<file path="src/source/irPkg.sv">
`default_nettype none

package irPkg;

  // Machine bit order, bit 0 is the most significant
  typedef logic [0:35] word36T;

  // Adder output with two guard bits ahead of the data
  typedef logic [-2:35] adWordT;

  // Opcode 0..8 and AC 9..12
  typedef logic [0:12] instrT;

  typedef logic [0:3] acT;
  typedef logic [0:8] dramAddrT;
  typedef logic [0:2] normT;

  // Diagnostic group number and contents
  typedef logic [0:2] diagSelT;
  typedef logic [0:5] diagGroupT;

  // One dispatch RAM entry
  typedef struct packed {
    logic [0:2] a;
    logic [0:2] b;
    logic       par;
    logic [0:3] jHigh;
    logic [0:3] jLow;
  } dramWordT;

  // Diagnostic enables written by the host
  typedef struct packed {
    logic ioJrst;
    logic ac;
  } irEnablesT;

  // Host access to the dispatch RAM
  typedef struct packed {
    logic     req;
    logic     we;
    dramAddrT addr;
    dramWordT wdata;
  } hostReqT;

  // JRST opcode, octal 254
  localparam logic [0:8] jrstOpcode = 9'o254;

  // Top three opcode bits of an I/O instruction
  localparam logic [0:2] ioOpPrefix = 3'b111;

  // Wishbone word addresses
  localparam logic [9:0] diagBase = 10'h200;
  localparam logic [9:0] enableReg = 10'h208;

endpackage

`default_nettype wire

</file>
<file path="src/source/diagPort.sv">
`timescale 1ns/1ps
`default_nettype none

module diagPort import irPkg::*; (
  input  wire         eboxClk,
  input  wire         rstN,
  input  wire         wbCyc,
  input  wire         wbStb,
  input  wire         wbWe,
  input  wire [9:0]   wbAdr,
  input  wire [14:0]  wbDatW,
  input  wire         hostGrant,
  input  wire dramWordT hostRData,
  input  wire normT   norm,
  input  wire dramAddrT dramAddr,
  input  wire acT     irAc,
  input  wire [0:2]   dramA,
  input  wire [0:2]   dramB,
  input  wire [0:7]   dramJ,
  input  wire         dramOddParity,
  input  wire         testSatisfied,
  input  wire         jrst0,
  input  wire         isJrst,
  input  wire         adEq0,
  input  wire         ioLegal,
  input  wire         acEq0,
  input  wire         aGtB,
  input  wire         adCarry,
  output logic [14:0] wbDatR,
  output logic        wbAck,
  output hostReqT     host,
  output irEnablesT   enables
);

  typedef enum logic {idle, waitGrant} stateT;

  stateT     state;
  logic      reqQ;
  logic      weQ;
  dramAddrT  addrQ;
  dramWordT  wdataQ;
  logic      ramSel;
  logic      groupSel;
  logic      enSel;
  logic      start;
  diagSelT   groupNum;
  diagGroupT group;

  assign ramSel = (wbAdr < diagBase);
  assign groupSel = (wbAdr[9:3] == diagBase[9:3]);
  assign enSel = (wbAdr == enableReg);

  // A held strobe is not restarted while its ack is out
  assign start = wbCyc && wbStb && !wbAck;

  always_ff @(posedge eboxClk or negedge rstN) begin
    if (!rstN) begin
      state <= idle;
      wbAck <= 1'b0;
      reqQ <= 1'b0;
      enables <= '0;
    end else begin
      wbAck <= 1'b0;
      case (state)
        idle: begin
          if (start && ramSel) begin
            reqQ <= 1'b1;
            state <= waitGrant;
          end else if (start) begin
            wbAck <= 1'b1;
            if (wbWe && enSel) begin
              enables <= irEnablesT'(wbDatW[1:0]);
            end
          end
        end
        waitGrant: begin
          if (hostGrant) begin
            reqQ <= 1'b0;
            wbAck <= 1'b1;
            state <= idle;
          end
        end
        default: state <= idle;
      endcase
    end
  end

  // Request payload
  always_ff @(posedge eboxClk) begin
    if (state == idle && start && ramSel) begin
      weQ <= wbWe;
      addrQ <= wbAdr[8:0];
      wdataQ <= dramWordT'(wbDatW);
    end
  end

  assign host = '{req: reqQ, we: weQ, addr: addrQ, wdata: wdataQ};

  assign groupNum = diagSelT'(wbAdr[2:0]);

  always_comb begin
    case (groupNum)
      3'd0: group = {norm, dramAddr[0:2]};
      3'd1: group = dramAddr[3:8];
      3'd2: group = {enables.ioJrst, enables.ac, irAc};
      3'd3: group = {dramA, dramB};
      3'd4: group = {testSatisfied, jrst0, dramJ[0:3]};
      3'd5: group = {1'b0, dramOddParity, dramJ[4:7]};
      3'd6: group = {adEq0, ioLegal, acEq0, isJrst, aGtB, adCarry};
      default: group = '0;
    endcase
  end

  // Read data follows the held address
  always_comb begin
    wbDatR = '0;
    if (ramSel) begin
      wbDatR = hostRData;
    end else if (groupSel) begin
      wbDatR[5:0] = group;
    end else if (enSel) begin
      wbDatR[1:0] = enables;
    end
  end

  singleAck: assert property (
    @(posedge eboxClk) disable iff (!rstN)
    wbAck |=> !wbAck
  );

endmodule

`default_nettype wire

</file>
<file path="config.mk">
export PLATFORM = sky130hd
export DESIGN_NAME = diagPort
export DESIGN_NICKNAME = d
export VERILOG_FILES = /design/src/source/irPkg.sv /design/src/source/diagPort.sv
export SDC_FILE = /design/constraint.sdc
export NUM_CORES = 1
export LEC_CHECK = 0
export BUFFER_PORTS_ARGS = -buffer_cell sky130_fd_sc_hd__clkbuf_2
export CAP_MARGIN = 20
export CORE_MARGIN = 1
export CORE_UTILIZATION = 42
export CTS_CLUSTER_DIAMETER = 150
export DETAILED_ROUTE_END_ITERATION = 12
export HOLD_SLACK_MARGIN = 0.06
export PLACE_DENSITY = 0.86
export SYNTH_ARGS = -nofsm -noshare
export SYNTH_HDL_FRONTEND = slang
export SYNTH_SLANG_ARGS = --single-unit
export TNS_END_PERCENT = 20
</file>
<file path="constraint.sdc">
create_clock -name eboxClk -period 4.48 [get_ports eboxClk]
set_input_delay 0.672 -clock eboxClk [delete_from_list [all_inputs] [get_ports eboxClk]]
set_output_delay 0.672 -clock eboxClk [all_outputs]
set_load 0.03 [all_outputs]
</file>
==> results.sh <==
export IMPL_globalRouteTotalUtil_pct=19.6
export IMPL_grt_pass1_wl_um=5930
export IMPL_worst_setup_path_start_kind="input port"
export IMPL_finalWirelength_um=3820
export IMPL_synth_top_family_by_area="simple AND/OR/NAND/NOR gates"
export IMPL_timing_reg2reg_setup_slack_ns=2.87
export IMPL_final_core_utilization_pct=68.5
export IMPL_synth_compound_area_share_pct=11.6
export IMPL_status="completed"
export IMPL_post_route_cells_drive_above_1_share_pct=58.9
export IMPL_hold_viol_final=0
export IMPL_timing_final_setup_violations=0
export IMPL_worst_slew_pin_slew_ns=0.552
export IMPL_postSynthNetCount=206
export IMPL_sequential_area_share_after_synthesis_pct=55.1
export IMPL_p_leak_nw=1.16
export IMPL_critical_path_slowest_cell="a221o_1"
export IMPL_latest_clock_arrival_within_the_worst_skew_pair_ns=0.27
export IMPL_timing_final_max_slew_violations=0
export IMPL_dominant_cells_by_area_after_synthesis="edfxtp_1 47%, dfrtp_1 7.9%, mux2i_1 6.9%"
export IMPL_synth_enable_flop_cells=25
export IMPL_timing_final_crit_share_pct=65.0
export IMPL_worst_path_max_fanout=26
export IMPL_power_density_nw_per_um2=308
export IMPL_setup_repair_after_global_routing_missed_its_margin="no"
export IMPL_layout_common_cells="128 x clkbuf_2, 25 x edfxtp_1, 11 x mux2i_1, 11 x nor2b_1, 6 x clkbuf_8"
export IMPL_worst_clock_skew_ns=0.00556
export IMPL_synthFlopType="edfxtp_1"
export IMPL_launching_point_of_the_worst_reg2reg_path="state"
export IMPL_routed_via_count=1445
export IMPL_num_antenna_cells=0
export IMPL_synthXorXnorAreaFrac_pct=0
export IMPL_core_um2=3470
export IMPL_cts_hold_buffers_added=0
export IMPL_max_slew_margin_pct=63.2
export IMPL_initial_antenna_violation_count=0
export IMPL_ys_seq_elements=30
export IMPL_post_synth_cell_area_avg_um2=13.1
export IMPL_reg2reg_depth=3
export IMPL_cp_common_cell="clkbuf_2"
export IMPL_netlist_instances=121
export IMPL_drt_first_iter_violations=96
export IMPL_ys_types=40
export IMPL_critical_path_endpoint_type="output port"
export IMPL_vdd_ir_drop_max_mv=0.128
export IMPL_place_congestion=0.769
export IMPL_path_class="in2out"
export IMPL_ff_latch_area_um2=876
export IMPL_slowest_delay_ns=0.36
export IMPL_grt_pass1_vias=1370
export IMPL_timing_limited_maximum_frequency_ghz=0.343
export IMPL_drcViolationCount=0
export IMPL_largest_net_degree_at_the_start_of_global_routing=28
export IMPL_synth_area_um2=1590
export IMPL_path_buf_inv=2
export IMPL_synth_top_area_share_pct=47.2
export IMPL_chipHeight_um=63.5
export IMPL_synth_mux_area_fraction_pct=10.2
export IMPL_number_of_violations_of_the_max_capacitance_limit=0
export IMPL_die_width_um=63.5
export IMPL_cts_resized=0
export IMPL_cts_buffers=5
export IMPL_globalRoute_totalOverflow=0
export IMPL_floorplan_initialDensity_pct=45.9
export IMPL_regToRegEndpoint="host[6]"
export IMPL_placement_io_buffers=128
export IMPL_io_pins=129
export IMPL_period_minus_slack_ns=2.91
export IMPL_std_cell_rows=21
export IMPL_die_area_um2=4040
export IMPL_avgRoutedWirePerCell_um=13.0
export IMPL_first_pass_iters=4
export IMPL_multi_input_area_um2=642
export IMPL_synthesis_yosys_warnings=0
export IMPL_cts_sink_count=30
export IMPL_synth_adder_area_share_pct=0
export IMPL_synth_largest_area_cell="edfxtp_1"
export IMPL_clock_tree_from_tritoncts="built"
export IMPL_mostFrequentLayoutCell="clkbuf_2"
export IMPL_design_final_nets=332
export IMPL_nFillCells=298
export IMPL_post_cts_repair_setup_buffers=0
export IMPL_asyncSetResetFlopFracSynth_pct=16.7
export IMPL_worst_setup_hold_path_clk_slew_ns=0.06
export IMPL_cp_data_required_time_ns=3.81
export IMPL_cpLargestDelayFamily="compound AO/OA/AOI/OAI gates"
export IMPL_layout_area_overhead_vs_synth_pct=49.3
export IMPL_fraction_of_the_mapped_netlist_area_in_simple_logic_gates_pct=18.6
export IMPL_clk_root_buffer_cell="clkbuf_8"
export IMPL_post_drt_via_cell_ratio=4.91
export IMPL_h_tree_depth=2
export IMPL_type_of_the_most_critical_hold_path="in2async"
export IMPL_timing_critical_path_arrival_ns=2.24
export IMPL_ant_nets=0
export IMPL_detailedPlacementHpwl_um=3150
export IMPL_clockBufferDepth=2
export IMPL_critical_path_cell_chain="clkbuf_2 -> and3b_1 -> a22oi_1 -> o221ai_1 -> a221o_1 -> clkbuf_2"
export IMPL_final_setup_tns_ns=0
-- report_power, final --
part / leakage [nW] / internal [mW] / switching [mW]
logic: 0.812 / 0.0620 / 0.0807
clock network: 0.0585 / 0.181 / 0.0879
registers: 0.294 / 0.316 / 0.00375
total: 1.16 / 0.558 / 0.172
-- synthesized netlist by cell type (2+ instances only) --
library cell / number
a211oi_1: 2
a21o_1: 2
a21oi_1: 3
a221o_1: 2
a22oi_1: 2
and3b_1: 2
buf_1: 2
buf_2: 4
buf_4: 2
dfrtp_1: 5
edfxtp_1: 25
inv_1: 4
mux2_4: 2
mux2i_1: 11
nand2_1: 3
nand2b_1: 4
nand3_1: 2
nand3b_1: 5
nor2_1: 2
nor2b_1: 11
o211ai_1: 2
o21a_1: 3
o221ai_1: 3
o2bb2ai_1: 2
-- metrics by stage --
step	total power [mW]	hold slack, ns	instance area [µm²]	setup WS (ns)	std cells
after floorplan	0.411	0.376	1590	1.68	121
after global placement	0.465	0.458	2230	1.59	285
after detailed placement	0.467	0.466	2230	1.56	285
after CTS	0.737	0.193	2350	1.57	293
after global routing	0.762	0.197	2370	1.48	294
final	0.731	0.199	2370	1.57	294
-- logic make-up (layout without fill, tap and decap cells) --
family,Yosys count,after routing
buffers and inverters,14,141
multiplexers,14,14
flip-flops,30,30
AO/OA/AOI/OAI,24,24
AND/OR/NAND/NOR,39,39
-- state kept, by name, indices dropped and copies added, names as in the netlist --
signal   count
reqQ         1
wbAck        1
weQ          1
state        1
host        15
enables      2
addrQ        9
-- layer usage --
| layer | part of all wire [%] | vias to the layer above | track usage, % | wire length (µm) |
|---|---|---|---|---|
| met5 | 0 | - | 0 | 0 |
| met4 | 0.97 | 0 | 9.94 | 37 |
| met2 | 51 | 91 | 32.2 | 1940 |
| met3 | 9.5 | 4 | 6.34 | 363 |
| li1 | - | 714 | - | - |
| met1 | 39 | 636 | 22.7 | 1480 |
-- layout make-up --
cell class / count / area share (%)
sequential: 30 / 36.9
timing repair buffer: 129 / 28.1
multi-input combinational: 77 / 27.0
clock buffer: 7 / 3.64
tap: 46 / 2.42
clock inverter: 1 / 1.26
inverter: 4 / 0.632
-- worst max-delay path by stage --
stage,from,endpoint,slack (ns),depth (start not counted)
detailed placement,wbAdr[2],wbDatR[1],1.56,6
global route,wbAdr[4],wbDatR[4],1.48,6
CTS,wbAdr[2],wbDatR[1],1.57,6
floorplan,wbAdr[4],wbDatR[4],1.68,4
finish,wbAdr[2],wbDatR[1],1.57,6
global placement,wbAdr[2],wbDatR[1],1.59,6
Power figures use the tool's default switching activity.
