===== src/source/irPkg.sv =====
`default_nettype none

package irPkg;

  // Machine bit order, bit 0 is the most significant
  typedef logic [0:35] word36T;

  // Adder output with two guard bits ahead of the data
  typedef logic [-2:35] adWordT;

  // Opcode 0..8 and AC 9..12
  typedef logic [0:12] instrT;

  typedef logic [0:3] acT;
  typedef logic [0:8] dramAddrT;
  typedef logic [0:2] normT;

  // Diagnostic group number and contents
  typedef logic [0:2] diagSelT;
  typedef logic [0:5] diagGroupT;

  // One dispatch RAM entry
  typedef struct packed {
    logic [0:2] a;
    logic [0:2] b;
    logic       par;
    logic [0:3] jHigh;
    logic [0:3] jLow;
  } dramWordT;

  // Diagnostic enables written by the host
  typedef struct packed {
    logic ioJrst;
    logic ac;
  } irEnablesT;

  // Host access to the dispatch RAM
  typedef struct packed {
    logic     req;
    logic     we;
    dramAddrT addr;
    dramWordT wdata;
  } hostReqT;

  // JRST opcode, octal 254
  localparam logic [0:8] jrstOpcode = 9'o254;

  // Top three opcode bits of an I/O instruction
  localparam logic [0:2] ioOpPrefix = 3'b111;

  // Wishbone word addresses
  localparam logic [9:0] diagBase = 10'h200;
  localparam logic [9:0] enableReg = 10'h208;

endpackage

`default_nettype wire


===== src/source/adCondition.sv =====
`timescale 1ns/1ps
`default_nettype none

module adCondition import irPkg::*; (
  input  wire adWordT    ad,
  input  wire            adCarry,
  input  wire [0:1]      magic,
  input  wire [0:2]      dramB,
  output logic           adEq0,
  output logic           aGtB,
  output logic           testSatisfied,
  output normT           norm
);

  logic magicEq;

  assign adEq0 = ~|ad;

  // Sign against the upper guard bit
  assign aGtB = ad[0] ^ ad[-2];

  assign magicEq = ~(magic[0] ^ magic[1]);

  // B bit 0 inverts the sense of the skip
  assign testSatisfied = (
    (dramB[1] & adEq0) |
    (dramB[2] & aGtB & magic[0]) |
    (dramB[2] & ad[0] & magic[1]) |
    (magicEq & adCarry)
  ) ^ dramB[0];

  // Normalize priority encoder
  always_comb begin
    if (ad[0]) begin
      norm = 3'd1;
    end else if (|ad[1:6]) begin
      norm = 3'd2;
    end else if (ad[7]) begin
      norm = 3'd3;
    end else if (ad[8]) begin
      norm = 3'd4;
    end else if (ad[9]) begin
      norm = 3'd5;
    end else if (ad[10]) begin
      norm = 3'd6;
    end else if (|ad[11:35]) begin
      norm = 3'd7;
    end else begin
      norm = 3'd0;
    end
  end

endmodule

`default_nettype wire


===== config.mk =====
export PLATFORM = sky130hd
export DESIGN_NAME = adCondition
export DESIGN_NICKNAME = d
export VERILOG_FILES = /design/src/source/irPkg.sv /design/src/source/adCondition.sv
export SDC_FILE = /design/constraint.sdc
export NUM_CORES = 1
export LEC_CHECK = 0
export ABC_AREA = 1
export BUFFER_PORTS_ARGS = -buffer_cell sky130_fd_sc_hd__buf_2
export CORE_AREA = 2 2 39 41
export DETAILED_ROUTE_END_ITERATION = 8
export DIE_AREA = 0 0 41 43
export GPL_ROUTABILITY_DRIVEN = 0
export MAX_ROUTING_LAYER = met4
export PLACE_DENSITY_LB_ADDON = 0.08
export REMOVE_ABC_BUFFERS = 1
export SLEW_MARGIN = 10
export SYNTH_ARGS = -nofsm -noshare
export SYNTH_HDL_FRONTEND = slang
export SYNTH_SLANG_ARGS = --single-unit

===== constraint.sdc =====
create_clock -name vclk -period 1.8
set_input_delay 0.18 -clock vclk [all_inputs]
set_output_delay 0.18 -clock vclk [all_outputs]
set_load 0.1 [all_outputs]

==> flow_summary.toml, run 1 <==
[yosys]
yosysWarnings = 0
netlist_instances = 76
seq_area_frac_synth_pct = 0
synth.distinct_cells = 14
synth_area_per_cell_um2 = 4.30
synth_area_um2 = 327

[pwr]
p_sw_mw = 0.0999
p_comb_share_pct = 100.0
ir_drop_mv = 0.167
power_density_nw_per_um2 = 262
p_leak_nw = 0.400
power_frac_clock_pct = 0
seqPwrFrac_pct = 0
switching_share_pct = 60.9
internal_power_mw = 0.0642

[route]
antenna_left = 0
wl_per_cell_um = 6.57
drt_iter0_markers = 2
wl_um = 933
vias = 581
via_per_inst = 4.09
drc = 0
drtPass1Iterations = 2

[placed_design]
io_buffer_count = 50
dp_hpwl_um = 899
place_area_um2 = 627

[global_route]
grt_pass1_vias = 469
track_usage_pct = 11.5
grt.overflow.total = 0
grt_pass1_wl_mm = 1.52
grt_start_max_net_pins = 5
antenna_found_initial = 0

[timing]
rsz0062_at_grt = "false"
layout_min_cycle_time_ns = 1.49
slew_viol_final = 0
finalHoldViolations = 0
period_share_pct = 82.5
worst_pin_slew_ns = 0.486
fmax_mhz = 673
slew_headroom_pct = 67.8
finalSetupViolations = 0

[final_layout]
final_cell_mix = "buf_2 (48), nor2_1 (21), nand2_1 (21), inv_1 (17)"
finalInstanceArea_um2 = 627
final_net_count = 172
regArea_um2 = 0
clkbuf_count = 0
syn_to_final_growth_pct = 92.0
final_layout_size_suffix_gt1_share_pct = 42.1
seq_cell_count = 0
num_antenna_cells = 0
final_util_pct = 45.3
final_common_cell = "buf_2"

[setup_path]
path_common_cell = "nand2_1"
crit_path_start_kind = "input pin"
critPathKind = "in -> out"
cpMaxStageDelayCell = "or2_4"
worstPathArrival_ns = 1.31
worstPathMaxFanout = 4
cp_data_required_time_ns = 1.62
end_kind = "primary output"
path_cells = "buf_2 > or2_4 > nor3_2 > nand2_1 > nor2_2 > nand3_1 > nand2_1 > nand2_1 > nand2_1 > buf_12"
cpPeakStageDelay_ns = 0.26

[die]
dieArea_um2 = 1760
initial_core_util_pct = 23.6
die_w_um = 41
die_h_um = 43
coreArea_um2 = 1380
pin_count = 50
rows = 14

[cts]
cts_resized = 0
postCtsSetupBuffers = 0
cts.hold.buffers_added = 0

[min_path]
min_path_type = "in -> out"

[run]
cap_violations = 0

[run_status]
status = "completed"
## Yosys cell counts, types with 2 or more instances
cell	number	area share, %
a21oi_1	3	4.6
inv_1	17	20
nand2_1	21	24
nand3_1	3	4.6
nand4_1	2	3.8
nor2_1	21	24
o21ai_0	2	3.1
## logic make-up (layout without fill, tap and decap cells)
group,Yosys count,after routing,synth area share (%)
AND/OR/NAND/NOR,51,51,65.9
AO/OA/AOI/OAI,7,7,11.9
buffers and inverters,17,67,19.5
XOR/XNOR,1,1,2.68
## metrics by stage
stage	setup TNS [ns]	hold slack, ns	power, mW	std cells	worst slack [ns]
after floorplan	-1.77	0.698	0.0964	76	-1.02
after global routing	0	0.820	0.179	142	0.141
after detailed placement	0	0.780	0.165	142	0.292
final	0	0.777	0.164	142	0.314
after global placement	0	0.775	0.164	142	0.294
after CTS	0	0.779	0.165	142	0.292
## power groups by stage
stage          clock (mW)  combinational [mW]  sequential, mW
2_1_floorplan           0              0.0964               0
3_3_place_gp            0               0.164               0
3_5_place_dp            0               0.165               0
4_1_cts                 0               0.165               0
5_1_grt                 0               0.179               0
6_report                0               0.164               0
## path summary, 6_finish.rpt
check	startpoint	depth (start not counted)	endpoint	slack, ns
setup / recovery	ad[35]	10	testSatisfied	0.31
hold / removal	dramB[0]	5	testSatisfied	0.78
## area by class of cell
type | count | area [um2]
Fill cell | 156 | 757
Timing Repair Buffer | 50 | 280
Multi-Input combinational cell | 59 | 263
Inverter | 17 | 63.8
Tap cell | 16 | 20.0
## worst max-delay path: cells and delay by family
family,cells,cell delay (ns)
AND/OR/NAND/NOR,8,0.82
buffers and inverters,2,0.30
## routing by layer
layer | global-route usage [%] | routed length, um | vias up
li1 | - | - | 329
met1 | 13.0 | 399 | 225
met2 | 22.2 | 446 | 27
met3 | 0 | 88 | 0
met4 | 0 | 0 | 0
met5 | - | 0 | -
No activity file was read; power rests on OpenSTA's default activity.
==> inputs of run 2 (changes only) <==
--- a/config.mk
+++ b/config.mk
@@ -5,7 +5,7 @@
 export SDC_FILE = /design/constraint.sdc
 export NUM_CORES = 1
 export LEC_CHECK = 0
-export ABC_AREA = 1
+export ABC_AREA = 0
 export BUFFER_PORTS_ARGS = -buffer_cell sky130_fd_sc_hd__buf_2
 export CORE_AREA = 2 2 39 41
 export DETAILED_ROUTE_END_ITERATION = 8
==> constraint.sdc (replaced) <==
create_clock -name vclk -period 1.34
set_input_delay 0.134 -clock vclk [all_inputs]
set_output_delay 0.134 -clock vclk [all_outputs]
set_load 0.1 [all_outputs]
==> flow_summary.toml, run 2 <==
[run_status]
status = "finished, violations left"
violations = "negative setup slack"

[final_layout]
final_util_pct = 60.6
seq_cell_count = 0
final_layout_size_suffix_gt1_share_pct = 75.2
clkbuf_count = 0
regArea_um2 = 0
final_common_cell = "buf_2"
syn_to_final_growth_pct = 218
finalInstanceArea_um2 = 838
final_cell_mix = "buf_2 (43), buf_4 (16), buf_12 (5)"
multi_input_area_um2 = 338
final_net_count = 155
num_antenna_cells = 0
nFillCells = 145

[cts]
cts.hold.buffers_added = 0

[timing]
setup_ws_ns = -0.943
slew_viol_final = 0
rsz0062_at_grt = "true"
period_share_pct = 170
slew_headroom_pct = 75.0
worst_pin_slew_ns = 0.371
layout_min_cycle_time_ns = 2.28
finalSetupViolations = 5
fmax_mhz = 438
whs_ns = 0.694
finalHoldViolations = 0

[min_path]
min_path_type = "in -> out"

[pwr]
p_leak_nw = 0.391
power_density_nw_per_um2 = 337
ir_drop_mv = 0.257

[die]
rows = 14
coreArea_um2 = 1380
pin_count = 50
dieArea_um2 = 1760
die_h_um = 43
die_w_um = 41
initial_core_util_pct = 19.1

[setup_path]
critPathKind = "in -> out"
cp_num_buf_inv = 3
crit_path_start_kind = "input pin"
path_common_cell = "or4_4"
worstPathMaxFanout = 2
cp_data_required_time_ns = 1.21
cp_top_family = "simple AND/OR/NAND/NOR gates"
cpPeakStageDelay_ns = 0.52
worstPathArrival_ns = 2.15
path_cells = "buf_6 > or4_4 > or4_4 > or4_4 > a211oi_2 > buf_4 > buf_12"
end_kind = "primary output"
cpMaxStageDelayCell = "or4_4"

[route]
via_per_inst = 4.79
met1Wirelength_um = 421
dr_wl_met2_um = 741
vias = 599
wl_per_cell_um = 10.5
antenna_left = 0
wl_met3_um = 146
wl_mm = 1.31
drtPass1Iterations = 2
drt_iter0_markers = 3
dr.max_layer_used = "met3"
drc = 0

[run]
cap_violations = 0

[global_route]
antenna_found_initial = 0
track_usage_pct = 14.4
grt.overflow.total = 0
grt_start_max_net_pins = 6
grt_pass1_vias = 534
grt_pass1_wl_mm = 1.86

[yosys]
muxShareOfSynthArea_pct = 0
synth_top_family_by_area = "simple AND/OR/NAND/NOR gates"
synth_largest_area_cell = "nor4_1"
synth_commonest_cells = "nor3_1 (6), nor4_1 (6), inv_1 (3), nand2_1 (3), nor2_1 (3)"
seq_area_frac_synth_pct = 0
synth-adder-area-share_pct = 0
synth_area_per_cell_um2 = 6.29
synth_compound_area_share_pct = 25.6
ys_top_cells_by_area = "nor4_1 (14%), nor3_1 (11%), or4_4 (8.5%)"
synth.distinct_cells = 21
netlist.area_leader.share_pct = 14.2
yosys.area_share.simple_pct = 63.5
synth_area_um2 = 264
synth-xor-area-share_pct = 6.64
netlist_instances = 42
yosysWarnings = 0

[placed_design]
dp_hpwl_mm = 1.06
io_buffer_count = 50
place_area_um2 = 722
run 2: area by class of cell:
type	count	share of cell area [%]
inverter	3	1.34
multi-input combinational	39	40.3
tap	16	2.39
timing repair buffer	67	56.0
run 2: worst paths after layout:
| path | startpoint | to | slack [ns] | cells after the start |
|---|---|---|---|---|
| max | ad[32] | testSatisfied | -0.94 | 7 |
| min | ad[30] | norm[2] | 0.69 | 4 |
run 2: worst min-delay path, cell delays in order:
cell	delay, ns
buf_2	0.09
or4_4	0.13
nor3_4	0.05
buf_12	0.15
run 2: cell families after synthesis:
kind of cell	after synthesis
XOR/XNOR	2
AO/OA/AOI/OAI	9
buffers and inverters	3
AND/OR/NAND/NOR	28
run 2: what timing repair did:
action	in CTS	in global routing
setup endpoints to repair	5	5
resized for setup	19	2
pin swaps	4	1
buffers inserted	0	2
run 2: metal layers:
metal	vias to the layer above	GRT usage [%]
met5	-	-
met4	0	0
met3	0	0
met2	33	29.4
met1	258	14.6
li1	308	-
run 2: power breakdown:
part / switching (mW) / internal [mW]
logic: 0.148 / 0.134
clock network: 0 / 0
registers: 0 / 0
run 2: through the flow:
stage / setup slack [ns] / std cells / power (mW) / TNS [ns]
4_1_cts: -0.962 / 123 / 0.279 / -2.78
2_1_floorplan: -2.93 / 42 / 0.112 / -10.67
3_3_place_gp: -0.972 / 123 / 0.254 / -3.13
5_1_grt: -0.985 / 125 / 0.301 / -3.30
3_5_place_dp: -0.991 / 123 / 0.257 / -3.16
6_report: -0.943 / 125 / 0.283 / -3.14
==> inputs of run 3 (changes only) <==
==> constraint.sdc (replaced) <==
create_clock -name vclk -period 2.7
set_input_delay 0.27 -clock vclk [all_inputs]
set_output_delay 0.27 -clock vclk [all_outputs]
set_load 0.1 [all_outputs]
==> flow_summary.toml, run 3 (synthesis gave the netlist of run 2 again) <==
[setup_path]
cp_data_required_time_ns = 2.43
critPathLaunch = "ad[32]"
worstPathArrival_ns = 2.32
endpoint = "testSatisfied"
critPathKind = "in -> out"
end_kind = "primary output"
worstPathMaxFanout = 3
crit_path_start_kind = "input pin"

[timing]
period_share_pct = 95.9
fmax_mhz = 386
slew_viol_final = 0
layout_min_cycle_time_ns = 2.59
rsz0062_at_grt = "false"
finalSetupViolations = 0
finalHoldViolations = 0
worst_pin_slew_ns = 0.488
slew_headroom_pct = 67.7

[run_status]
status = "completed"

[final_layout]
final_layout_size_suffix_gt1_share_pct = 59.6
final_common_cell = "buf_2"
num_antenna_cells = 0
stdcell_count = 110
final_cell_mix = "buf_2 (49), nor4_1 (6), nor3_1 (6)"
clkbuf_count = 0
seq_cell_count = 0
final_net_count = 140
regArea_um2 = 0
syn_to_final_growth_pct = 116

[die]
coreArea_um2 = 1380
die_w_um = 41
pin_count = 50
rows = 14
initial_core_util_pct = 19.1
dieArea_um2 = 1760
die_h_um = 43

[global_route]
grt_pass1_wl_mm = 1.35
top_usage_layer = "met2"
grt_start_max_net_pins = 6
antenna_found_initial = 0
grt_pass1_vias = 390
grtUsageMet2_pct = 20.3
gr-usage-met3_pct = 0
track_usage_pct = 10.4
grt.overflow.total = 0
grtUsageMet1_pct = 11.7

[pwr]
power_density_nw_per_um2 = 187
ir_drop_mv = 0.109
p_leak_nw = 0.286
total_power_mw = 0.106

[route]
drtPass1Iterations = 4
wl_mm = 1.04
drt_iter0_markers = 9
antenna_left = 0
via_per_inst = 4.83
drc = 0
vias = 531
wl_per_cell_um = 9.41

[placed_design]
io_buffer_count = 50
dp_hpwl_um = 947
dp.cells = 110

[run]
cap_violations = 0

[min_path]
min_path_type = "in -> out"

[cts]
postCtsSetupBuffers = 0
==> run 3: where the power goes <==
part / switching, mW / total [mW] / internal [mW] / leakage (nW)
combinational: 0.0633 / 0.106 / 0.0431 / 0.286
clock: 0 / 0 / 0 / 0
sequential: 0 / 0 / 0 / 0
total: 0.0633 / 0.106 / 0.0431 / 0.286
==> run 3: area by class of cell <==
class / instances / area, um2
multi-input cells: 39 / 258
fillers: 154 / 815
well taps: 16 / 20.0
repair buffers: 52 / 280
inverters: 3 / 11.3
==> run 3: worst min path at each step <==
stage	from	endpoint	slack, ns	cells after the start
floorplan	ad[37]	aGtB	0.98	1
global placement	ad[25]	norm[0]	1.00	3
detailed placement	ad[25]	norm[0]	1.00	3
CTS	ad[25]	norm[0]	1.00	3
global route	ad[37]	aGtB	1.02	3
finish	ad[25]	norm[0]	1.0	3
==> run 3: timing repair <==
action                     in CTS  in global routing
gates resized for setup         0                  1
setup endpoints to repair       0                  1
hold buffers                    0                  0
==> run 3: worst max-delay path, cell delays in order <==
cell,delay (ns)
buf_2,0.09
or4_4,0.53
or4_4,0.50
or4_1,0.43
a211oi_2,0.27
buf_12,0.21
==> run 3: metrics by stage <==
step / hold WS [ns] / area [um2] / utilization, % / setup TNS, ns / setup WS, ns
floorplan: 0.981 / 264 / - / -4.87 / -1.84
global placement: 1.00 / 564 / 40.8 / 0 / 0.0297
detailed placement: 1.00 / 564 / 40.8 / 0 / 0.00800
CTS: 1.00 / 564 / 40.8 / 0 / 0.000580
global route: 1.02 / 569 / 41.1 / 0 / 0.0576
finish: 0.998 / 569 / 41.1 / 0 / 0.110
==> run 3: layer usage <==
metal  routed length (um)  part of all wire (%)  vias up
li1                     -                     -      276
met1                  379                    37      222
met2                  486                    47       33
met3                  169                    16        0
met4                    0                     0        0
met5                    0                     0        -
