$ cat src/source/irPkg.sv
`default_nettype none

package irPkg;

  // Machine bit order, bit 0 is the most significant
  typedef logic [0:35] word36T;

  // Adder output with two guard bits ahead of the data
  typedef logic [-2:35] adWordT;

  // Opcode 0..8 and AC 9..12
  typedef logic [0:12] instrT;

  typedef logic [0:3] acT;
  typedef logic [0:8] dramAddrT;
  typedef logic [0:2] normT;

  // Diagnostic group number and contents
  typedef logic [0:2] diagSelT;
  typedef logic [0:5] diagGroupT;

  // One dispatch RAM entry
  typedef struct packed {
    logic [0:2] a;
    logic [0:2] b;
    logic       par;
    logic [0:3] jHigh;
    logic [0:3] jLow;
  } dramWordT;

  // Diagnostic enables written by the host
  typedef struct packed {
    logic ioJrst;
    logic ac;
  } irEnablesT;

  // Host access to the dispatch RAM
  typedef struct packed {
    logic     req;
    logic     we;
    dramAddrT addr;
    dramWordT wdata;
  } hostReqT;

  // JRST opcode, octal 254
  localparam logic [0:8] jrstOpcode = 9'o254;

  // Top three opcode bits of an I/O instruction
  localparam logic [0:2] ioOpPrefix = 3'b111;

  // Wishbone word addresses
  localparam logic [9:0] diagBase = 10'h200;
  localparam logic [9:0] enableReg = 10'h208;

endpackage

`default_nettype wire

$ cat src/source/instrLatch.sv
`timescale 1ns/1ps
`default_nettype none

module instrLatch import irPkg::*; (
  input  wire        eboxClk,
  input  wire        rstN,
  input  wire word36T cacheData,
  input  wire adWordT ad,
  input  wire        mbXfer,
  input  wire        loadIr,
  input  wire irEnablesT enables,
  output instrT      ir,
  output acT         irAc,
  output logic       isJrst,
  output logic       jrst0,
  output logic       ioLegal,
  output logic       acEq0
);

  instrT newInstr;

  // Source select between adder and cache
  assign newInstr = mbXfer ? ad[0:12] : cacheData[0:12];

  always_ff @(posedge eboxClk or negedge rstN) begin
    if (!rstN) begin
      ir <= '0;
      irAc <= '0;
    end else if (loadIr) begin
      ir <= newInstr;
      // AC register takes the field of the incoming instruction
      irAc <= enables.ac ? newInstr[9:12] : '0;
    end
  end

  // Decodes of the latched instruction
  assign isJrst = (ir[0:8] == jrstOpcode);
  assign acEq0 = (ir[9:12] == 4'b0000);
  assign jrst0 = isJrst && acEq0;
  assign ioLegal = &ir[3:6];

  loadIrKnown: assert property (
    @(posedge eboxClk) disable iff (!rstN)
    !$isunknown(loadIr)
  );

endmodule

`default_nettype wire

$ cat config.mk
export PLATFORM = sky130hd
export DESIGN_NAME = instrLatch
export DESIGN_NICKNAME = d
export VERILOG_FILES = /design/src/source/irPkg.sv /design/src/source/instrLatch.sv
export SDC_FILE = /design/constraint.sdc
export NUM_CORES = 1
export LEC_CHECK = 0
export BUFFER_PORTS_ARGS = -buffer_cell sky130_fd_sc_hd__buf_2
export CAP_MARGIN = 25
export CORE_ASPECT_RATIO = 0.6
export CORE_UTILIZATION = 35
export CTS_BUF_LIST = sky130_fd_sc_hd__clkbuf_4 sky130_fd_sc_hd__clkbuf_8
export DETAILED_ROUTE_END_ITERATION = 7
export PLACE_DENSITY = 0.87
export SLEW_MARGIN = 20
export SYNTH_ARGS = -nofsm -noshare
export SYNTH_HDL_FRONTEND = slang
export SYNTH_SLANG_ARGS = --single-unit
$ cat constraint.sdc
create_clock -name eboxClk -period 2.29 [get_ports eboxClk]
set_input_delay 0.229 -clock eboxClk [delete_from_list [all_inputs] [get_ports eboxClk]]
set_output_delay 0.229 -clock eboxClk [all_outputs]
set_load 0.005 [all_outputs]
==> impl_metrics.env, run 1 <==
export IMPL_synth_simple_area_share_pct=14.2
export IMPL_r2r_slack_ns=1.57
export IMPL_layout_drive_gt1_share_pct=44.2
export IMPL_fin_crit_ns=1.82
export IMPL_grt_usage_pct=16.5
export IMPL_seq_area_frac_synth_pct=53.0
export IMPL_cts_buffers=3
export IMPL_synth_ff_type="dfrtp_1"
export IMPL_grt_start_max_net_pins=32
export IMPL_arrival_ns=1.59
export IMPL_crit_path_cell_trace="or4_4 > nor4b_4 > buf_2"
export IMPL_switching_share_pct=25.4
export IMPL_yosys_warnings=0
export IMPL_fin_setup_tns_ns=0
export IMPL_ant_nets=0
export IMPL_cts_tree="yes"
export IMPL_status="finished clean"
export IMPL_syn_nets=158
export IMPL_dr_wl_met3_um=141
export IMPL_hold_viol=0
export IMPL_rsz0062_at_grt="no"
export IMPL_core_region_area_mm2=0.00216
export IMPL_critPathTopFamily="simple AND/OR/NAND/NOR gates"
export IMPL_num_vias=748
export IMPL_syn2layout_area_growth_pct=40.9
export IMPL_nets=210
export IMPL_rows=13
export IMPL_fin_skew_ns=0
export IMPL_dieHeight_um=39.1
export IMPL_synth_adder_area_share_pct=0
export IMPL_grt_overflow=0
export IMPL_viasPerCell=4.70
export IMPL_fin_crit_sh_pct=79.5
export IMPL_htree_num_levels=1
export IMPL_yosysMostFrequentCell="dfrtp_1"
export IMPL_totalWireLength_mm=1.92
export IMPL_initial_utilization_pct=37.1
export IMPL_slew_headroom_pct=67.2
export IMPL_die_w_um=63.8
export IMPL_clock_path_buffers=2
export IMPL_postCtsSetupBuffers=0
export IMPL_dr_pass1_iters=4
export IMPL_grt_pass1_vias=618
export IMPL_met1Wirelength_um=892
export IMPL_dp_hpwl_mm=1.49
export IMPL_synth_xor_area_share_pct=0
export IMPL_ys_types=17
export IMPL_r2r_cells=2
export IMPL_critical_path_max_stage_delay_ns=0.57
export IMPL_cp_required_ns=2.06
export IMPL_synth_top_family_by_area="multiplexers"
export IMPL_p_leak_nw=0.597
export IMPL_cp_max_fo=4
export IMPL_drtIter0Drc=11
export IMPL_ys_seq_elements=17
export IMPL_diodes=0
export IMPL_synth_mux_area_share_pct=16.2
export IMPL_cts_sinks=17
export IMPL_top_layer="met4"
export IMPL_clkPwrFrac_pct=31.5
export IMPL_async_flop_share_pct=100
export IMPL_p_switching_uw=183
export IMPL_dieArea_mm2=0.00249
export IMPL_seqPwrFrac_pct=49.4
export IMPL_start_kind="flop"
export IMPL_synth_top_area_share_pct=53.0
export IMPL_register_area_um2=425
export IMPL_dpl_cell_area_mm2=0.00107
export IMPL_hold_path_class="input pin to flop"
export IMPL_cts_root_buf="clkbuf_8"
export IMPL_internal_power_uw=535
export IMPL_ioPinCount=101
export IMPL_power_total_uw=718
export IMPL_wl_per_cell_um=12.1
export IMPL_fin_util_pct=52.2
export IMPL_synth_compound_area_share_pct=11.2
export IMPL_syn_mean_instance_area_um2=10.3
export IMPL_final_cell_area_mm2=0.00113
export IMPL_synth_largest_area_cell="dfrtp_1"
export IMPL_peakVddDrop_v=0.000336
export IMPL_fmax_mhz=550
export IMPL_clk_latency_ns=0.24
export IMPL_synthTopCellsByArea="dfrtp_1 53%, mux2i_1 16%, a21oi_1 8.1%, nor2_1 6.6%, o22ai_1 3.1%"
export IMPL_drv_slew=0
export IMPL_portBuffers=51
export IMPL_slowest_stage="or4_4"
export IMPL_cp_depth=3
export IMPL_synthesis_area_um2=802
export IMPL_syn_inst=78
export IMPL_fillCellCount=200
export IMPL_drc=0
export IMPL_clk_pin_slew_worst_paths_ns=0.06
export IMPL_grt_first_pass_wirelength_mm=2.91
export IMPL_power_density_mw_per_mm2=635
export IMPL_cp_end_kind="primary output"
export IMPL_synth_edf_count=0
export IMPL_setup_violations=0
export IMPL_gp_congestion=0.716
export IMPL_path_buf_inv=1
export IMPL_antenna_found_initial=0
export IMPL_multi_input_area_um2=334
export IMPL_cap_violations=0
export IMPL_yosys_top_cells_count="17 x dfrtp_1, 14 x nor2_1, 13 x a21oi_1, 13 x mux2i_1, 5 x inv_1"
export IMPL_p_comb_share_pct=19.1
export IMPL_criticalPathCategory="flop to primary output"
export IMPL_wl_met2_um=876
export IMPL_tightest_slew_ns=0.492
export IMPL_holdPathStages=3
metal layers:
metal  vias to the layer above  global-route usage, %
met5                         -                      0
met4                         0                   5.11
li1                        369                      -
met3                         2                   6.18
met1                       343                   19.5
met2                        34                   28.5
worst register-to-register path, delay by kind of cell, from the launching register on:
kind | cells | cell delay [ns]
DFF | 1 | 0.40
and+or+nand+nor | 1 | 0.12
AOI/OAI and AO/OA | 1 | 0.06
cell usage in the layout, fill, tap and decap left out:
cell / instances
nor2_1: 14
o22ai_1: 4
clkbuf_8: 3
a21oi_1: 13
or4_4: 1
dlygate4sd3_1: 1
nor4b_4: 1
nand2_1: 1
nor3_1: 1
inv_1: 5
nor4_1: 1
mux2i_1: 13
buf_2: 51
dfrtp_1: 17
nand2b_1: 1
nand3_1: 1
clkbuf_4: 1
worst paths after layout:
check,startpoint,end
worst max register to register,ir[6]$_DFFE_PN0P_,ir[6]$_DFFE_PN0P_
max in group asynchronous,rstN,ir[8]$_DFFE_PN0P_
worst min register to register,irAc[0]$_DFFE_PN0P_,irAc[0]$_DFFE_PN0P_
min in group asynchronous,rstN,ir[7]$_DFFE_PN0P_
worst min-delay path,ad[35],ir[12]$_DFFE_PN0P_
worst max-delay path,ir[8]$_DFFE_PN0P_,jrst0
flip-flops by register name (all words and copies together), names as in the netlist:
signal  count
ir         13
irAc        4
power groups by stage:
stage | sequential [mW] | combinational (mW) | clock (mW)
after floorplan | 0.360 | 0.0621 | 0
after global placement | 0.357 | 0.133 | 0
after detailed placement | 0.360 | 0.138 | 0
after CTS | 0.354 | 0.140 | 0.237
after global routing | 0.359 | 0.154 | 0.253
final | 0.354 | 0.137 | 0.226
kinds of logic after synthesis:
| family | count (synthesis) |
|---|---|
| AO/OA/AOI/OAI | 17 |
| flip-flops | 17 |
| multiplexers | 13 |
| AND/OR/NAND/NOR | 21 |
| buffers and inverters | 10 |
final cells by class:
class                   count  area share (%)
inverters                   5            1.66
flip-flops and latches     17            37.7
well taps                  30            3.32
multi-input cells          51            29.6
clock buffers               4            4.32
repair buffers             52            23.5
metrics by stage:
| step | hold WS (ns) | setup WS, ns | std cells |
|---|---|---|---|
| 6_report | 0.277 | 0.470 | 159 |
| 5_1_grt | 0.310 | 0.403 | 159 |
| 4_1_cts | 0.275 | 0.467 | 159 |
| 3_5_place_dp | 0.164 | 0.743 | 154 |
| 3_3_place_gp | 0.161 | 0.769 | 154 |
| 2_1_floorplan | -0.0666 | 0.893 | 78 |
what timing repair did:
| action | in CTS | in global routing |
|---|---|---|
| resized for setup | 0 | 0 |
| endpoints found under the hold margin | 17 | 0 |
| hold buffers | 1 | 0 |
Note: power is estimated with default switching activity, not from simulation.
==> inputs of run 2 (changes only) <==
--- a/config.mk
+++ b/config.mk
@@ -8,10 +8,10 @@
 export BUFFER_PORTS_ARGS = -buffer_cell sky130_fd_sc_hd__buf_2
 export CAP_MARGIN = 25
 export CORE_ASPECT_RATIO = 0.6
-export CORE_UTILIZATION = 35
+export CORE_UTILIZATION = 29
 export CTS_BUF_LIST = sky130_fd_sc_hd__clkbuf_4 sky130_fd_sc_hd__clkbuf_8
 export DETAILED_ROUTE_END_ITERATION = 7
-export PLACE_DENSITY = 0.87
+export PLACE_DENSITY = 0.77
 export SLEW_MARGIN = 20
 export SYNTH_ARGS = -nofsm -noshare
 export SYNTH_HDL_FRONTEND = slang
==> constraint.sdc (replaced) <==
create_clock -name eboxClk -period 1.5 [get_ports eboxClk]
set_input_delay 0.15 -clock eboxClk [delete_from_list [all_inputs] [get_ports eboxClk]]
set_output_delay 0.15 -clock eboxClk [all_outputs]
set_load 0.005 [all_outputs]
==> run 2 against run 1 <==
Effect of this change:
- the run now ends with setup timing left
- total power rose by 56%
- critical path type unchanged
- highest routed layer unchanged
- worst setup slack worse by 0.65 ns
- die area up 20%
- register-to-register slack worse by 0.87 ns
==> impl_metrics.env, run 2 (same netlist as run 1, synthesis figures left out) <==
export IMPL_cap_violations=0
export IMPL_fin_skew_ns=0
export IMPL_clk_latency_ns=0.25
export IMPL_grt_overflow=0
export IMPL_peakVddDrop_v=0.000520
export IMPL_violations="setup timing"
export IMPL_hold_path_class="input pin to flop"
export IMPL_diodes=0
export IMPL_fmax_mhz=594
export IMPL_setup_violations=2
export IMPL_top_regs="ir x13, irAc x4"
export IMPL_fin_setup_tns_ns=-0.286
export IMPL_drc=0
export IMPL_grt_met2_usage_pct=22.1
export IMPL_cts_sinks=17
export IMPL_fin_crit_sh_pct=112
export IMPL_whs_ns=0.201
export IMPL_dpl_cell_area_mm2=0.00109
export IMPL_globalRouteMet1Util_pct=18.2
export IMPL_dieArea_mm2=0.00299
export IMPL_num_vias=769
export IMPL_nets=213
export IMPL_mostFrequentLayoutCells="51 x buf_2, 17 x dfrtp_1, 14 x nor2_1"
export IMPL_ioPinCount=101
export IMPL_cp_required_ns=1.35
export IMPL_slew_headroom_pct=66.4
export IMPL_arrival_ns=1.53
export IMPL_htree_num_levels=1
export IMPL_layout_drive_gt1_share_pct=45.5
export IMPL_grt_usage_pct=14.6
export IMPL_grt_pass1_vias=690
export IMPL_initial_utilization_pct=31.4
export IMPL_grt_first_pass_wirelength_mm=3.19
export IMPL_ant_nets=0
export IMPL_dp_hpwl_mm=1.54
export IMPL_cts_buffers=3
export IMPL_grt_start_max_net_pins=32
export IMPL_cts_tree="yes"
export IMPL_cts_root_buf="clkbuf_8"
export IMPL_viasPerCell=4.69
export IMPL_criticalPathCategory="flop to primary output"
export IMPL_start_kind="flop"
export IMPL_gp_congestion=0.720
export IMPL_status="finished, violations left"
export IMPL_cp_max_fo=2
export IMPL_cp_end_kind="primary output"
export IMPL_totalWireLength_mm=2.06
export IMPL_fillCellCount=252
export IMPL_antenna_found_initial=0
export IMPL_final_common_cell="buf_2"
export IMPL_portBuffers=51
export IMPL_use_met3_pct=6.65
export IMPL_wl_per_cell_um=12.6
export IMPL_fin_crit_ns=1.68
export IMPL_top_register="ir"
export IMPL_power_density_mw_per_mm2=967
export IMPL_syn2layout_area_growth_pct=44.0
export IMPL_drv_slew=0
export IMPL_final_cell_area_mm2=0.00115
export IMPL_largest_register_ffs=13
export IMPL_tightest_slew_ns=0.504
export IMPL_dr_pass1_iters=4
export IMPL_p_leak_nw=0.611
export IMPL_rows=14
export IMPL_drtIter0Drc=32
export IMPL_rsz0062_at_grt="yes"
export IMPL_core_region_area_mm2=0.00256
export IMPL_hold_viol=0
export IMPL_clk_pin_slew_worst_paths_ns=0.06
export IMPL_die_w_um=69.9
export IMPL_dieHeight_um=42.7
export IMPL_setup_ws_ns=-0.183
export IMPL_clock_path_buffers=2
export IMPL_grt_busiest_layer="met2"
==> run 2: power by group <==
part	switching (mW)	internal (mW)	leakage, nW
Combinational	0.108	0.113	0.388
Clock	0.151	0.207	0.0262
Sequential	0.0326	0.506	0.197
==> run 2: cell type report <==
type	count	area (um^2)	share of cell area, %
well taps	32	40.0	3.47
flip-flops and latches	17	425	36.8
repair buffers	55	288	24.9
multi-input cells	51	334	28.9
clock buffers	4	48.8	4.23
inverters	5	18.8	1.63
==> run 2: routing by layer <==
metal	part of all wire, %	vias to the layer above
li1	-	380
met5	0	-
met4	1.2	0
met2	44	36
met3	9.5	4
met1	45	349
==> run 2: stage by stage <==
step | total power, mW | utilization (%) | setup slack [ns] | std cells
finish | 1.12 | 45.2 | -0.183 | 164
global route | 1.18 | 45.2 | -0.248 | 164
CTS | 1.14 | 45.2 | -0.199 | 164
detailed placement | 0.765 | 42.6 | 0.0662 | 158
global placement | 0.755 | 42.6 | 0.0737 | 158
floorplan | 0.644 | - | 0.182 | 78
==> run 2: final timing paths <==
path                                       end  slack, ns                start  cells past startpoint
max reg2reg                  ir[8]$_DFFE_PN0P_       0.70    ir[8]$_DFFE_PN0P_                      3
max                                      jrst0      -0.18    ir[8]$_DFFE_PN0P_                      3
max in group asynchronous   ir[11]$_DFFE_PN0P_       0.90                 rstN                      2
min in group asynchronous   ir[10]$_DFFE_PN0P_       0.33                 rstN                      2
min reg2reg                irAc[0]$_DFFE_PN0P_       0.53  irAc[0]$_DFFE_PN0P_                      2
min                          ir[8]$_DFFE_PN0P_       0.20               ad[31]                      3
==> run 2: critical path: stages, from the launching register on <==
cell     delay, ns
dfrtp_1       0.37
or4_4         0.56
nor4b_4       0.21
buf_2         0.14
==> run 2: what timing repair did <==
action / CTS / global route
setup endpoints to repair: 2 / 2
hold endpoints to repair: 17 / 0
gates resized for setup: 0 / 0
pin swaps: 0 / 0
hold buffers: 1 / 0
setup buffers: 1 / 0
==> inputs of run 3 (changes only) <==
--- a/config.mk
+++ b/config.mk
@@ -8,6 +8,7 @@
 export BUFFER_PORTS_ARGS = -buffer_cell sky130_fd_sc_hd__buf_2
 export CAP_MARGIN = 25
 export CORE_ASPECT_RATIO = 0.6
+export CORE_MARGIN = 1.5
 export CORE_UTILIZATION = 29
 export CTS_BUF_LIST = sky130_fd_sc_hd__clkbuf_4 sky130_fd_sc_hd__clkbuf_8
 export DETAILED_ROUTE_END_ITERATION = 7
==> constraint.sdc (replaced) <==
create_clock -name eboxClk -period 1.5 [get_ports eboxClk]
set_input_delay 0.3 -clock eboxClk [delete_from_list [all_inputs] [get_ports eboxClk]]
set_output_delay 0.3 -clock eboxClk [all_outputs]
set_load 0.005 [all_outputs]
==> run 3 against run 2 <==
Effect of this change:
- the flow still finishes with violations (setup timing)
- hold slack improved by 0.15 ns
- wire length up 4.1%
- combinational power grew 10%
- non-clock buffer count increased by 5
- clock skew unchanged
- global-route usage about the same
- sequential share of layout area decreased by 1.5 points
- sequential power is essentially flat
- largest power group unchanged
- highest routed layer unchanged
==> impl_metrics.env, run 3 (same netlist as run 1, synthesis figures left out) <==
export IMPL_power_density_mw_per_mm2=929
export IMPL_dr_pass1_iters=4
export IMPL_portBuffers=51
export IMPL_p_leak_nw=0.635
export IMPL_ioPinCount=101
export IMPL_grt_first_pass_wirelength_mm=3.55
export IMPL_grt_overflow=0
export IMPL_layout_drive_gt1_share_pct=48.2
export IMPL_endpoint="jrst0"
export IMPL_final_common_cell="buf_2"
export IMPL_core_region_area_mm2=0.00256
export IMPL_crit_start="ir[8]$_DFFE_PN0P_"
export IMPL_start_kind="flop"
export IMPL_mostFrequentLayoutCells="50 x buf_2, 17 x dfrtp_1, 14 x nor2_1"
export IMPL_ant_nets=0
export IMPL_grt_pass1_vias=801
export IMPL_path_buf_inv=1
export IMPL_fin_crit_sh_pct=123
export IMPL_peakVddDrop_v=0.000611
export IMPL_antenna_found_initial=0
export IMPL_setup_violations=2
export IMPL_viasPerCell=4.65
export IMPL_gp_congestion=0.758
export IMPL_wl_per_cell_um=12.7
export IMPL_rsz0062_at_grt="yes"
export IMPL_top_regs="ir x13, irAc x4"
export IMPL_fin_skew_ns=0
export IMPL_criticalPathCategory="flop to primary output"
export IMPL_cts_sinks=17
export IMPL_placed_cells=163
export IMPL_cp_max_fo=2
export IMPL_cap_violations=0
export IMPL_place_ws_ns=-0.0682
export IMPL_power_total_mw=1.12
export IMPL_dieHeight_um=43.7
export IMPL_slowest_stage="or4_4"
export IMPL_cts_buffers=3
export IMPL_hold_viol=0
export IMPL_r2r_slack_ns=0.70
export IMPL_slew_headroom_pct=73.5
export IMPL_clk_latency_ns=0.25
export IMPL_cp_end_kind="primary output"
export IMPL_grt_start_max_net_pins=21
export IMPL_violations="setup timing"
export IMPL_fin_crit_ns=1.84
export IMPL_critical_path_max_stage_delay_ns=0.56
export IMPL_htree_num_levels=1
export IMPL_cts_tree="yes"
export IMPL_syn2layout_area_growth_pct=49.9
export IMPL_tightest_slew_ns=0.398
export IMPL_drv_slew=0
export IMPL_top_register="ir"
export IMPL_totalWireLength_mm=2.15
export IMPL_grt_usage_pct=14.6
export IMPL_r2r_cells=3
export IMPL_fin_util_pct=47.0
export IMPL_drc=0
export IMPL_clk_pin_slew_worst_paths_ns=0.06
export IMPL_rows=14
export IMPL_nets=218
export IMPL_largest_register_ffs=13
export IMPL_num_vias=786
export IMPL_cts_root_buf="clkbuf_8"
export IMPL_dp_hpwl_mm=1.69
export IMPL_dieArea_mm2=0.00310
export IMPL_status="finished, violations left"
export IMPL_die_w_um=70.9
export IMPL_initial_utilization_pct=31.4
export IMPL_drtIter0Drc=25
export IMPL_arrival_ns=1.54
export IMPL_critPathTopFamily="simple AND/OR/NAND/NOR gates"
export IMPL_crit_path_cell_trace="or4_4 > nor4b_4 > buf_2"
export IMPL_hold_path_class="input pin to flop"
export IMPL_finalNonFillerCells=169
export IMPL_clock_path_buffers=2
export IMPL_diodes=0
export IMPL_fmax_mhz=544
export IMPL_cp_depth=3
export IMPL_r2r_end="ir[1]$_DFFE_PN0P_"
export IMPL_setup_ws_ns=-0.339
export IMPL_cp_required_ns=1.20
export IMPL_timing_rr_start="ir[1]$_DFFE_PN0P_"
export IMPL_fillCellCount=238
==> run 3: worst min-delay path by stage <==
stage,startpoint,end,slack (ns),cells after the start
3_5_place_dp,rstN,ir[10]$_DFFE_PN0P_,0.25,1
3_3_place_gp,rstN,ir[10]$_DFFE_PN0P_,0.23,1
4_1_cts,cacheData[32],ir[9]$_DFFE_PN0P_,0.35,3
2_1_floorplan,rstN,irAc[0]$_DFFE_PN0P_,0.004,0
5_1_grt,cacheData[32],ir[9]$_DFFE_PN0P_,0.35,3
6_report,cacheData[32],ir[9]$_DFFE_PN0P_,0.35,3
==> run 3: cell type report <==
cell class	count	area, um^2	share of cell area, %
Sequential cell	17	425	35.4
Timing Repair Buffer	60	332	27.6
Clock inverter	1	5.00	0.416
Clock buffer	3	41.3	3.43
Tap cell	32	40.0	3.33
Inverter	5	18.8	1.56
Multi-Input combinational cell	51	340	28.3
==> run 3: where the power goes <==
part / internal (mW) / switching [mW]
clock: 0.184 / 0.150
sequential: 0.505 / 0.0336
combinational: 0.128 / 0.117
total: 0.817 / 0.300
==> run 3: timing repair <==
item / 4_1_cts / 5_1_grt
gates resized for setup: 1 / 1
pin swaps: 0 / 0
hold buffers: 1 / 0
hold endpoints to repair: 17 / 0
buffers inserted: 1 / 0
setup endpoints to repair: 3 / 3
==> run 3: worst register-to-register path, stage by stage (launching register included) <==
cell,delay (ns)
dfrtp_1,0.39
buf_4,0.14
nor2_1,0.10
a21oi_1,0.05
==> run 3: per-layer routing <==
metal  GRT usage, %  wire (um)
met5              0          0
met4           1.89          7
met3           5.35        166
met2           25.0       1010
met1           18.5        958
==> run 3: stage by stage <==
stage | area, um^2 | TNS (ns) | hold WS, ns
after global placement | 1130 | -0.0682 | 0.233
after detailed placement | 1130 | -0.0682 | 0.247
after floorplan | 802 | 0 | 0.00441
after global routing | 1200 | -0.814 | 0.351
final | 1200 | -0.597 | 0.350
after CTS | 1200 | -0.619 | 0.349
